`config.mk`:
```
export PLATFORM = sky130hd
export DESIGN_NAME = int_pipe_top
export DESIGN_NICKNAME = d
export VERILOG_FILES = /design/src/hw/riscv_pkg.sv /design/src/hw/core_pkg.sv /design/src/hw/regfile_if.sv /design/src/hw/regfile.sv /design/src/hw/decoder.sv /design/src/hw/operand_bypass.sv /design/src/hw/alu.sv /design/src/hw/stage_reg.sv /design/src/hw/int_pipe_top.sv
export SDC_FILE = /design/constraint.sdc
export NUM_CORES = 2
export LEC_CHECK = 0
export BUFFER_PORTS_ARGS = -buffer_cell sky130_fd_sc_hd__buf_2
export CELL_PAD_IN_SITES_DETAIL_PLACEMENT = 2
export CELL_PAD_IN_SITES_GLOBAL_PLACEMENT = 2
export CORE_AREA = 2 2 443 445
export CTS_CLUSTER_SIZE = 40
export DETAILED_ROUTE_END_ITERATION = 6
export DIE_AREA = 0 0 445 447
export GPL_TIMING_DRIVEN = 0
export PLACE_DENSITY = 0.76
export SLEW_MARGIN = 20
export SYNTH_ARGS = -nofsm -noshare
export SYNTH_HDL_FRONTEND = slang
export SYNTH_SLANG_ARGS = --single-unit
```
`constraint.sdc`:
```
create_clock -name clk -period 9.75 [get_ports clk]
set_clock_uncertainty 0.15 [all_clocks]
set_input_delay 0.4875 -clock clk [delete_from_list [all_inputs] [get_ports clk]]
set_output_delay 0.4875 -clock clk [all_outputs]
set_load 0.05 [all_outputs]
```
`src/hw/riscv_pkg.sv`:
```
package riscv_pkg;

    // datapath and register file geometry.
    localparam int unsigned XLEN       = 32;
    localparam int unsigned ILEN       = 32;
    localparam int unsigned REG_ADDR_W = 5;
    localparam int unsigned NUM_REGS   = 32;

    // major opcodes, instr[6:0].
    localparam logic [6:0] OPC_OP     = 7'b0110011;
    localparam logic [6:0] OPC_OP_IMM = 7'b0010011;
    localparam logic [6:0] OPC_LUI    = 7'b0110111;
    localparam logic [6:0] OPC_AUIPC  = 7'b0010111;

    // funct3, instr[14:12].
    localparam logic [2:0] F3_ADD_SUB = 3'b000;
    localparam logic [2:0] F3_SLL     = 3'b001;
    localparam logic [2:0] F3_SLT     = 3'b010;
    localparam logic [2:0] F3_SLTU    = 3'b011;
    localparam logic [2:0] F3_XOR     = 3'b100;
    localparam logic [2:0] F3_SR      = 3'b101;
    localparam logic [2:0] F3_OR      = 3'b110;
    localparam logic [2:0] F3_AND     = 3'b111;

    // funct7 for SUB and SRA/SRAI.
    localparam logic [6:0] F7_ALT = 7'b0100000;

endpackage

```
`src/hw/core_pkg.sv`:
```
package core_pkg;

    // NOP sits at zero so a cleared stage decodes as a bubble.
    typedef enum logic [3:0] {
        ALU_NOP   = 4'd0,
        ALU_ADD   = 4'd1,
        ALU_SUB   = 4'd2,
        ALU_OR    = 4'd3,
        ALU_AND   = 4'd4,
        ALU_XOR   = 4'd5,
        ALU_SLL   = 4'd6,
        ALU_SLT   = 4'd7,
        ALU_SLTU  = 4'd8,
        ALU_SRL   = 4'd9,
        ALU_SRA   = 4'd10,
        ALU_LUI   = 4'd11,
        ALU_AUIPC = 4'd12
    } alu_op_e;

    typedef enum logic [1:0] {
        R_FORMAT = 2'd0,
        I_FORMAT = 2'd1,
        U_FORMAT = 2'd2
    } format_e;

    // one instruction as it moves from decode to execute.
    typedef struct packed {
        logic [riscv_pkg::XLEN-1:0]       pc;
        format_e                          format;
        alu_op_e                          alu_op;
        logic [riscv_pkg::REG_ADDR_W-1:0] rs1_addr;
        logic [riscv_pkg::REG_ADDR_W-1:0] rs2_addr;
        logic [riscv_pkg::XLEN-1:0]       rs1_data;
        logic [riscv_pkg::XLEN-1:0]       rs2_data;
        logic [riscv_pkg::XLEN-1:0]       imm;
        logic [riscv_pkg::REG_ADDR_W-1:0] rd_addr;
        logic                             rd_we;
        logic [riscv_pkg::XLEN-1:0]       rd_res;
    } pipeline_bus_t;

    typedef struct packed {
        logic [riscv_pkg::REG_ADDR_W-1:0] rd_addr;
        logic                             rd_we;
        logic [riscv_pkg::XLEN-1:0]       rd_res;
    } wb_bus_t;

endpackage

```
`src/hw/regfile_if.sv`:
```
interface regfile_if;

    logic [riscv_pkg::REG_ADDR_W-1:0] rs1_addr;
    logic [riscv_pkg::REG_ADDR_W-1:0] rs2_addr;
    logic [riscv_pkg::XLEN-1:0]       rs1_data;
    logic [riscv_pkg::XLEN-1:0]       rs2_data;

    // decode side.
    modport requester (
        output rs1_addr, rs2_addr,
        input  rs1_data, rs2_data
    );

    // register file side.
    modport provider (
        input  rs1_addr, rs2_addr,
        output rs1_data, rs2_data
    );

endinterface

```
`src/hw/regfile.sv`:
```
module regfile (
    input  logic                             clk,
    input  logic                             arst_n_i,
    regfile_if.provider                      rd_port_i,
    input  logic                             wr_en_i,
    input  logic [riscv_pkg::REG_ADDR_W-1:0] wr_addr_i,
    input  logic [riscv_pkg::XLEN-1:0]       wr_data_i
);

    logic [riscv_pkg::XLEN-1:0] regs_q   [1:riscv_pkg::NUM_REGS-1];
    logic [riscv_pkg::XLEN-1:0] rd_view  [0:riscv_pkg::NUM_REGS-1];

    always_ff @(posedge clk or negedge arst_n_i) begin
        if (!arst_n_i) begin
            for (int i = 1; i < riscv_pkg::NUM_REGS; i++) begin
                regs_q[i] <= '0;
            end
        end else if (wr_en_i && (wr_addr_i != '0)) begin
            regs_q[wr_addr_i] <= wr_data_i;
        end
    end

    // read view with same-cycle write forwarded.
    always_comb begin
        rd_view[0] = '0;
        for (int i = 1; i < riscv_pkg::NUM_REGS; i++) begin
            if (wr_en_i && (wr_addr_i == i[riscv_pkg::REG_ADDR_W-1:0])) begin
                rd_view[i] = wr_data_i;
            end else begin
                rd_view[i] = regs_q[i];
            end
        end
    end

    assign rd_port_i.rs1_data = rd_view[rd_port_i.rs1_addr];
    assign rd_port_i.rs2_data = rd_view[rd_port_i.rs2_addr];

endmodule

```
`src/hw/decoder.sv`:
```
module decoder (
    input  logic [riscv_pkg::ILEN-1:0] instr_i,
    input  logic [riscv_pkg::XLEN-1:0] pc_i,
    regfile_if.requester               rf_rd_o,
    output core_pkg::pipeline_bus_t    bus_o
);

    logic [6:0]                       opcode;
    logic [2:0]                       funct3;
    logic                             alt;
    logic [riscv_pkg::XLEN-1:0]       imm_i;
    logic [riscv_pkg::XLEN-1:0]       imm_u;
    logic [riscv_pkg::XLEN-1:0]       imm_shamt;
    logic [riscv_pkg::REG_ADDR_W-1:0] rd_addr;

    function automatic core_pkg::alu_op_e decode_op(
        input logic [2:0] f3,
        input logic       alt_sel,
        input logic       is_imm
    );
        core_pkg::alu_op_e op;
        unique case (f3)
            riscv_pkg::F3_ADD_SUB: begin
                // ADDI has no subtract form.
                op = (alt_sel && !is_imm) ? core_pkg::ALU_SUB : core_pkg::ALU_ADD;
            end
            riscv_pkg::F3_SLL:  op = core_pkg::ALU_SLL;
            riscv_pkg::F3_SLT:  op = core_pkg::ALU_SLT;
            riscv_pkg::F3_SLTU: op = core_pkg::ALU_SLTU;
            riscv_pkg::F3_XOR:  op = core_pkg::ALU_XOR;
            riscv_pkg::F3_SR:   op = alt_sel ? core_pkg::ALU_SRA : core_pkg::ALU_SRL;
            riscv_pkg::F3_OR:   op = core_pkg::ALU_OR;
            riscv_pkg::F3_AND:  op = core_pkg::ALU_AND;
        endcase
        return op;
    endfunction

    assign opcode  = instr_i[6:0];
    assign funct3  = instr_i[14:12];
    assign alt     = (instr_i[31:25] == riscv_pkg::F7_ALT);
    assign rd_addr = instr_i[11:7];

    assign imm_i     = {{(riscv_pkg::XLEN-12){instr_i[31]}}, instr_i[31:20]};
    assign imm_u     = {instr_i[31:12], 12'b0};
    assign imm_shamt = {{(riscv_pkg::XLEN-5){1'b0}}, instr_i[24:20]};

    assign rf_rd_o.rs1_addr = instr_i[19:15];
    assign rf_rd_o.rs2_addr = instr_i[24:20];

    always_comb begin
        bus_o          = '0;
        bus_o.pc       = pc_i;
        bus_o.rs1_addr = instr_i[19:15];
        bus_o.rs2_addr = instr_i[24:20];
        bus_o.rs1_data = rf_rd_o.rs1_data;
        bus_o.rs2_data = rf_rd_o.rs2_data;
        bus_o.rd_addr  = rd_addr;
        bus_o.format   = core_pkg::R_FORMAT;
        bus_o.alu_op   = core_pkg::ALU_NOP;

        unique case (opcode)
            riscv_pkg::OPC_OP: begin
                bus_o.alu_op = decode_op(funct3, alt, 1'b0);
                bus_o.rd_we  = 1'b1;
            end
            riscv_pkg::OPC_OP_IMM: begin
                bus_o.format = core_pkg::I_FORMAT;
                bus_o.alu_op = decode_op(funct3, alt, 1'b1);
                bus_o.rd_we  = 1'b1;
                // shifts keep only the shamt field.
                if ((funct3 == riscv_pkg::F3_SLL) || (funct3 == riscv_pkg::F3_SR)) begin
                    bus_o.imm = imm_shamt;
                end else begin
                    bus_o.imm = imm_i;
                end
            end
            riscv_pkg::OPC_LUI: begin
                bus_o.format = core_pkg::U_FORMAT;
                bus_o.alu_op = core_pkg::ALU_LUI;
                bus_o.imm    = imm_u;
                bus_o.rd_we  = 1'b1;
            end
            riscv_pkg::OPC_AUIPC: begin
                bus_o.format = core_pkg::U_FORMAT;
                bus_o.alu_op = core_pkg::ALU_AUIPC;
                bus_o.imm    = imm_u;
                bus_o.rd_we  = 1'b1;
            end
            default: begin
                bus_o.rd_we = 1'b0;
            end
        endcase

        // x0 is never written.
        if (rd_addr == '0) begin
            bus_o.rd_we = 1'b0;
        end
    end

endmodule

```
`src/hw/operand_bypass.sv`:
```
module operand_bypass (
    input  core_pkg::pipeline_bus_t bus_i,
    input  logic                    ex_valid_i,
    input  core_pkg::pipeline_bus_t ex_bus_i,
    output core_pkg::pipeline_bus_t bus_o
);

    logic fwd_en;
    logic fwd_rs1;
    logic fwd_rs2;

    // x0 is never a forwarding source.
    assign fwd_en  = ex_valid_i && ex_bus_i.rd_we && (ex_bus_i.rd_addr != '0);
    assign fwd_rs1 = fwd_en && (bus_i.rs1_addr == ex_bus_i.rd_addr);
    assign fwd_rs2 = fwd_en && (bus_i.rs2_addr == ex_bus_i.rd_addr);

    always_comb begin
        bus_o = bus_i;
        if (fwd_rs1) begin
            bus_o.rs1_data = ex_bus_i.rd_res;
        end
        if (fwd_rs2) begin
            bus_o.rs2_data = ex_bus_i.rd_res;
        end
    end

endmodule

```
`src/hw/alu.sv`:
```
module alu (
    input  core_pkg::pipeline_bus_t alu_bus_i,
    output core_pkg::pipeline_bus_t alu_bus_o
);

    logic [riscv_pkg::XLEN-1:0] op_a;
    logic [riscv_pkg::XLEN-1:0] op_b;
    logic [4:0]                 shamt;
    logic                       lt_signed;
    logic                       lt_unsigned;

    assign op_a = alu_bus_i.rs1_data;

    // second operand by format.
    always_comb begin
        unique case (alu_bus_i.format)
            core_pkg::I_FORMAT: op_b = alu_bus_i.imm;
            core_pkg::R_FORMAT: op_b = alu_bus_i.rs2_data;
            default:            op_b = alu_bus_i.imm;
        endcase
    end

    assign shamt       = op_b[4:0];
    assign lt_signed   = $signed(op_a) < $signed(op_b);
    assign lt_unsigned = op_a < op_b;

    always_comb begin : arithmetic_unit
        alu_bus_o        = alu_bus_i;
        alu_bus_o.rd_res = '0;

        case (alu_bus_i.alu_op)
            core_pkg::ALU_ADD: begin
                alu_bus_o.rd_res = op_a + op_b;
            end
            core_pkg::ALU_SUB: begin
                alu_bus_o.rd_res = op_a - op_b;
            end
            core_pkg::ALU_OR: begin
                alu_bus_o.rd_res = op_a | op_b;
            end
            core_pkg::ALU_AND: begin
                alu_bus_o.rd_res = op_a & op_b;
            end
            core_pkg::ALU_XOR: begin
                alu_bus_o.rd_res = op_a ^ op_b;
            end
            core_pkg::ALU_SLL: begin
                alu_bus_o.rd_res = op_a << shamt;
            end
            core_pkg::ALU_SLT: begin
                alu_bus_o.rd_res = {{(riscv_pkg::XLEN-1){1'b0}}, lt_signed};
            end
            core_pkg::ALU_SLTU: begin
                alu_bus_o.rd_res = {{(riscv_pkg::XLEN-1){1'b0}}, lt_unsigned};
            end
            core_pkg::ALU_SRL: begin
                alu_bus_o.rd_res = op_a >> shamt;
            end
            core_pkg::ALU_SRA: begin
                // arithmetic shift keeps the sign bit.
                alu_bus_o.rd_res = $unsigned($signed(op_a) >>> shamt);
            end
            core_pkg::ALU_LUI: begin
                alu_bus_o.rd_res = alu_bus_i.imm;
            end
            core_pkg::ALU_AUIPC: begin
                alu_bus_o.rd_res = alu_bus_i.imm + alu_bus_i.pc;
            end
            core_pkg::ALU_NOP: begin
                alu_bus_o.rd_res = '0;
            end
            default: begin
                alu_bus_o.rd_res = '0;
            end
        endcase
    end

endmodule

```
`src/hw/stage_reg.sv`:
```
module stage_reg #(
    parameter type payload_t = logic
) (
    input  logic     clk,
    input  logic     arst_n_i,
    input  logic     valid_i,
    input  payload_t data_i,
    output logic     valid_o,
    output payload_t data_o
);

    // payload advances every cycle, valid qualifies it.
    always_ff @(posedge clk or negedge arst_n_i) begin
        if (!arst_n_i) begin
            valid_o <= 1'b0;
            data_o  <= '0;
        end else begin
            valid_o <= valid_i;
            data_o  <= data_i;
        end
    end

endmodule

```
`src/hw/int_pipe_top.sv`:
```
module int_pipe_top (
    input  logic                             clk,
    input  logic                             arst_n_i,
    input  logic                             instr_valid_i,
    input  logic [riscv_pkg::ILEN-1:0]       instr_i,
    input  logic [riscv_pkg::XLEN-1:0]       pc_i,
    output logic                             wb_valid_o,
    output logic [riscv_pkg::REG_ADDR_W-1:0] wb_rd_o,
    output logic [riscv_pkg::XLEN-1:0]       wb_data_o
);

    core_pkg::pipeline_bus_t dec_bus;
    core_pkg::pipeline_bus_t byp_bus;
    core_pkg::pipeline_bus_t ex_bus;
    core_pkg::pipeline_bus_t alu_bus;
    core_pkg::wb_bus_t       wb_next;
    core_pkg::wb_bus_t       wb_bus;
    logic                    ex_valid;
    logic                    wb_valid;
    logic                    wb_write;

    regfile_if rf_rd_if ();

    decoder decoder_i (
        .instr_i (instr_i),
        .pc_i    (pc_i),
        .rf_rd_o (rf_rd_if.requester),
        .bus_o   (dec_bus)
    );

    operand_bypass bypass_i (
        .bus_i      (dec_bus),
        .ex_valid_i (ex_valid),
        .ex_bus_i   (alu_bus),
        .bus_o      (byp_bus)
    );

    stage_reg #(
        .payload_t (core_pkg::pipeline_bus_t)
    ) ex_reg_i (
        .clk      (clk),
        .arst_n_i (arst_n_i),
        .valid_i  (instr_valid_i),
        .data_i   (byp_bus),
        .valid_o  (ex_valid),
        .data_o   (ex_bus)
    );

    alu alu_i (
        .alu_bus_i (ex_bus),
        .alu_bus_o (alu_bus)
    );

    // bubbles in execute must not reach the register file.
    always_comb begin
        wb_next.rd_addr = alu_bus.rd_addr;
        wb_next.rd_we   = ex_valid && alu_bus.rd_we;
        wb_next.rd_res  = alu_bus.rd_res;
    end

    stage_reg #(
        .payload_t (core_pkg::wb_bus_t)
    ) wb_reg_i (
        .clk      (clk),
        .arst_n_i (arst_n_i),
        .valid_i  (ex_valid),
        .data_i   (wb_next),
        .valid_o  (wb_valid),
        .data_o   (wb_bus)
    );

    assign wb_write = wb_valid && wb_bus.rd_we;

    regfile regfile_i (
        .clk       (clk),
        .arst_n_i  (arst_n_i),
        .rd_port_i (rf_rd_if.provider),
        .wr_en_i   (wb_write),
        .wr_addr_i (wb_bus.rd_addr),
        .wr_data_i (wb_bus.rd_res)
    );

    assign wb_valid_o = wb_write;
    assign wb_rd_o    = wb_bus.rd_addr;
    assign wb_data_o  = wb_bus.rd_res;

endmodule

```
==> reports/results.env <==
START_UTIL_PCT=37.8
GRT_MAX_DEGREE=137
DRIVE_GT1_SHARE_PCT=18.4
WORST_R2R_STARTPOINT='ex_reg_i.data_o[149]$_DFF_PN0_'
SYNTH_FLOP_CELL='sky130_fd_sc_hd__dfrtp_1'
TIMING.SETUP.TNS_NS=0
POST_CTS_RESIZE_COUNT=0
FINAL_HOLD_VIOL_COUNT=0
SYNTH_COMPOUND_AREA_SHARE_PCT=9.55
SYNTH.LARGEST_AREA_CELL='sky130_fd_sc_hd__dfrtp_1'
POWER_DENSITY_nW_PER_UM2=143
FIN_WORST_HOLD_SLACK_NS=0.0436
POST_ROUTE_DRC=0
STATUS='finished, final reports clean'
SLEW_VIOLATIONS=0
CORE.ROWCOUNT=162
CTS_ROOT_BUFFER='sky130_fd_sc_hd__clkbuf_16'
HTREEDEPTH=4
CTS.CLK_SLEW.WORST_PATHS_NS=0.07
SYNTH-ADDER-AREA-SHARE_PCT=2.17
VIA_PER_INST=6.53
DR.PASS1.ITERS=5
OVERFLOW=0
POST_SYNTH_INSTANCE_AREA_SQ_UM=73400
CTSLONGESTPATHBUFFERS=3
NUMBER_OF_CLOCK_SINKS=1172
SLACK_OF_THE_WORST_REG_TO_REG_PATH_NS=1.63
POWER.TOTAL_W=0.0119
GRT_FIRST_PASS_WIRELENGTH_UM=555000
ACHIEVABLE_CLOCK_FREQUENCY_MHz=123
COREAREA_SQ_UM=194000
YS_SEQ_ELEMENTS=1172
CP-START-KIND='register'
FINALNETCOUNT=7189
NUMBER_OF_ANTENNA_VIOLATIONS_AT_THE_FIRST_CHECK_IN_GLOBAL_ROUTING=22
WORST_IR_DROP_VDD_uV=200
CTS_MADE_BUFFERS=141
YS.WARNINGS.COUNT=0
HOLD_PATH.CLASS='in -> async'
P_LEAK_nW=44.5
ROUTED_WL_UM=400000
HPWLAFTERDP_UM=294000
AVGSYNTHCELLAREA_SQ_UM=11.0
WORST-ENDPOINT-ARRIVAL_NS=8.59
MAXCAPVIOLCOUNT=0
SYNTH.LIB_CELLS_USED.DISTINCT=106
SYNTH_SIMPLE_GATE_AREA_SHARE_PCT=6.74
FIRST_GLOBAL_VIAS=68300
RR_ENDPOINT='ex_reg_i.data_o[123]$_DFF_PN0_'
TRITONCTS='built'
DIE_AREA_SQ_UM=199000
CTS.REPAIR_TIMING.SETUP_BUFFER_COUNT=0
PLACE.PORT_BUFFERS=96
CRITPATHMAXFANOUT=10
CRITICALPATHCATEGORY='reg -> reg'
CRIT_REQUIRED_NS=10.22
SYNTH_ENABLE_FLOP_CELLS=0
FINAL_CRITICAL_PATH_SETUP_SLACK_NS=1.63
IO_COUNT=105
SYNTH_TOP_AREA_SHARE_PCT=40.0
NET_COUNT_SYNTH=6861
SYNTH_SEQ_AREA_SHARE_PCT=40.0
SYNTHMUXAREASHARE_PCT=31.8
CTS.HOLD.BUFFERS_ADDED=52
SHARE_OF_SYNTHESIZED_REGISTERS_CARRYING_AN_ASYNC_SET_OR_RESET_PCT=100
YOSYS.AREA_SHARE.XOR_XNOR_PCT=0.656
FIN_AREA_SQ_UM=83200
DR.FIRST_ITER.DRC_COUNT=7321
WORST_SLEW_PIN_SLEW_NS=1.41
PRE_CTS_WS_NS=2.17
POSTROUTEANTENNANETS=0
MAXSLEWHEADROOM_PCT=5.72
WORST_SETUP_END_KIND='register'
RSZ0062_AT_GRT='false'
FINAL_WEIGHTED_CONGESTION_IN_ROUTABILITY_DRIVEN_PLACEMENT=1.01
DIE-WIDTH_UM=445
LARGEST_FAMILY_OF_LOGIC_CELLS_BY_SYNTHESIZED_AREA='multiplexers'
MIN_PERIOD_NS=8.12
PLACEMENT.CELL_AREA_SQ_UM=78000
POST-ROUTE-PERIOD-UTIL_PCT=83.3
SETUP-VIOLATIONS-FINAL=0
FLOORPLAN.DIE.HEIGHT_UM=447
ROUTE.DETAILED.WL_PER_INST_UM=41.4
VIAS_AFTER_DETAILED_ROUTING=63000
WORST_R2R_PATH_DEPTH=16
CLKLATENCYLATEPIN_NS=0.83
SYNTHTOPCELLSBYAREA='sky130_fd_sc_hd__dfrtp_1 40%, sky130_fd_sc_hd__mux4_2 17%, sky130_fd_sc_hd__mux2i_1 14%'
GRTUSAGETOTAL_PCT=40.1
SYN2LAYOUT_AREA_GROWTH_PCT=13.4
NETLIST_INSTANCES=6668
## sequential cells by signal (all words and copies together) (netlist names)
name,count
wb_reg_i.data_o,38
ex_reg_i.data_o,140
ex_reg_i.valid_o,1
regfile_i.regs_q,992
wb_reg_i.valid_o,1
## routing by layer
layer / vias up / track usage (%) / wire length [um]
met3: 1439 / 10.7 / 37200
met1: 33500 / 47.4 / 146000
li1: 24300 / - / -
met5: - / 0 / 28
met2: 3767 / 61.3 / 178000
met4: 6 / 33.2 / 39600
## worst max-delay path by stage
| stage | depth (start not counted) | end | from | slack, ns |
|---|---|---|---|---|
| 3_3_place_gp | 1 | ex_reg_i.data_o[170]$_DFF_PN0_ | arst_n_i | -19.10 |
| 5_1_grt | 16 | ex_reg_i.data_o[93]$_DFF_PN0_ | ex_reg_i.data_o[149]$_DFF_PN0_ | 2.04 |
| 2_1_floorplan | 18 | ex_reg_i.data_o[97]$_DFF_PN0_ | ex_reg_i.data_o[149]$_DFF_PN0_ | 5.43 |
| 4_1_cts | 16 | ex_reg_i.data_o[123]$_DFF_PN0_ | ex_reg_i.data_o[149]$_DFF_PN0_ | 2.14 |
| 6_report | 16 | ex_reg_i.data_o[123]$_DFF_PN0_ | ex_reg_i.data_o[149]$_DFF_PN0_ | 1.63 |
| 3_5_place_dp | 16 | ex_reg_i.data_o[123]$_DFF_PN0_ | ex_reg_i.data_o[149]$_DFF_PN0_ | 2.17 |
## critical path, stage by stage, from the launching register on
cell,delay [ns]
sky130_fd_sc_hd__dfrtp_1,0.54
sky130_fd_sc_hd__buf_6,0.24
sky130_fd_sc_hd__o21a_1,0.23
sky130_fd_sc_hd__a21oi_2,0.53
sky130_fd_sc_hd__clkinv_1,0.59
sky130_fd_sc_hd__clkbuf_1,0.46
sky130_fd_sc_hd__clkbuf_1,0.45
sky130_fd_sc_hd__buf_1,0.46
sky130_fd_sc_hd__ha_1,0.53
sky130_fd_sc_hd__nand4b_1,0.22
sky130_fd_sc_hd__a211o_1,0.42
sky130_fd_sc_hd__a21oi_1,0.71
sky130_fd_sc_hd__a211o_1,0.25
sky130_fd_sc_hd__nand4_1,0.12
sky130_fd_sc_hd__a221oi_1,1.08
sky130_fd_sc_hd__and3_1,0.62
sky130_fd_sc_hd__o21ai_1,0.26
## logic make-up (layout without fill, tap and decap cells)
| group | Yosys count | after routing |
|---|---|---|
| buf+inv | 1646 | 2084 |
| mux | 1641 | 1641 |
| fa+ha+maj | 126 | 126 |
| flops | 1172 | 1172 |
| xor+xnor | 55 | 55 |
| other cells | 0 | 11 |
| compound gates | 1016 | 1016 |
| simple gates | 1012 | 1012 |
## where the power goes
part | internal (W) | switching, W
Sequential | 0.00490 | 0.0000972
Clock | 0.00306 | 0.00238
Combinational | 0.000392 | 0.00107
Total | 0.00835 | 0.00354
## synth_stat cells (23+ instances only)
master,n
sky130_fd_sc_hd__dfrtp_1,1172
sky130_fd_sc_hd__inv_1,1061
sky130_fd_sc_hd__mux2i_1,1058
sky130_fd_sc_hd__mux4_2,546
sky130_fd_sc_hd__nand2_1,400
sky130_fd_sc_hd__clkbuf_1,316
sky130_fd_sc_hd__a21oi_1,222
sky130_fd_sc_hd__nor2_1,181
sky130_fd_sc_hd__o21ai_0,160
sky130_fd_sc_hd__nand3_1,146
sky130_fd_sc_hd__ha_1,124
sky130_fd_sc_hd__buf_4,99
sky130_fd_sc_hd__a211oi_1,84
sky130_fd_sc_hd__buf_2,79
sky130_fd_sc_hd__buf_1,77
sky130_fd_sc_hd__o211ai_1,68
sky130_fd_sc_hd__a221oi_1,57
sky130_fd_sc_hd__a21o_1,45
sky130_fd_sc_hd__a221o_1,44
sky130_fd_sc_hd__nor3_1,43
sky130_fd_sc_hd__a31oi_1,41
sky130_fd_sc_hd__mux2_2,37
sky130_fd_sc_hd__a22oi_1,35
sky130_fd_sc_hd__xnor2_1,35
sky130_fd_sc_hd__o21a_1,28
sky130_fd_sc_hd__and3_1,26
sky130_fd_sc_hd__o21ai_1,24
sky130_fd_sc_hd__and2_1,23
## per-stage QoR
step / cells / util, %
2_1_floorplan: 6668 / -
3_3_place_gp: 9306 / 39.7
3_5_place_dp: 9342 / 40.2
4_1_cts: 9647 / 42.8
5_1_grt: 9649 / 42.8
6_report: 9659 / 42.9
## layout by cell type (no fill, tap or decap), types with 37 or more instances in the layout
cell                            count
sky130_fd_sc_hd__dfrtp_1         1172
sky130_fd_sc_hd__inv_1           1061
sky130_fd_sc_hd__mux2i_1         1058
sky130_fd_sc_hd__mux4_2           546
sky130_fd_sc_hd__nand2_1          400
sky130_fd_sc_hd__clkbuf_1         272
sky130_fd_sc_hd__a21oi_1          222
sky130_fd_sc_hd__buf_2            191
sky130_fd_sc_hd__nor2_1           181
sky130_fd_sc_hd__o21ai_0          160
sky130_fd_sc_hd__nand3_1          146
sky130_fd_sc_hd__clkbuf_16        143
sky130_fd_sc_hd__ha_1             124
sky130_fd_sc_hd__buf_4            103
sky130_fd_sc_hd__clkbuf_2          87
sky130_fd_sc_hd__a211oi_1          81
sky130_fd_sc_hd__o211ai_1          68
sky130_fd_sc_hd__buf_1             60
sky130_fd_sc_hd__a221oi_1          56
sky130_fd_sc_hd__dlygate4sd3_1     52
sky130_fd_sc_hd__a21o_1            45
sky130_fd_sc_hd__a221o_1           44
sky130_fd_sc_hd__nor3_1            42
sky130_fd_sc_hd__a31oi_1           41
sky130_fd_sc_hd__mux2_2            37
## layout make-up
cell class | instances | area, sq um
Antenna cell | 11 | 27.5
Multi-Input combinational cell | 3850 | 37400
Clock buffer | 213 | 4130
Buffer | 580 | 2840
Inverter | 1066 | 4010
Clock inverter | 40 | 504
Sequential cell | 1172 | 29300
Timing Repair Buffer | 185 | 1780
Fill cell | 19900 | 111000
Tap cell | 2542 | 3180
Power figures use the tool's default switching activity.
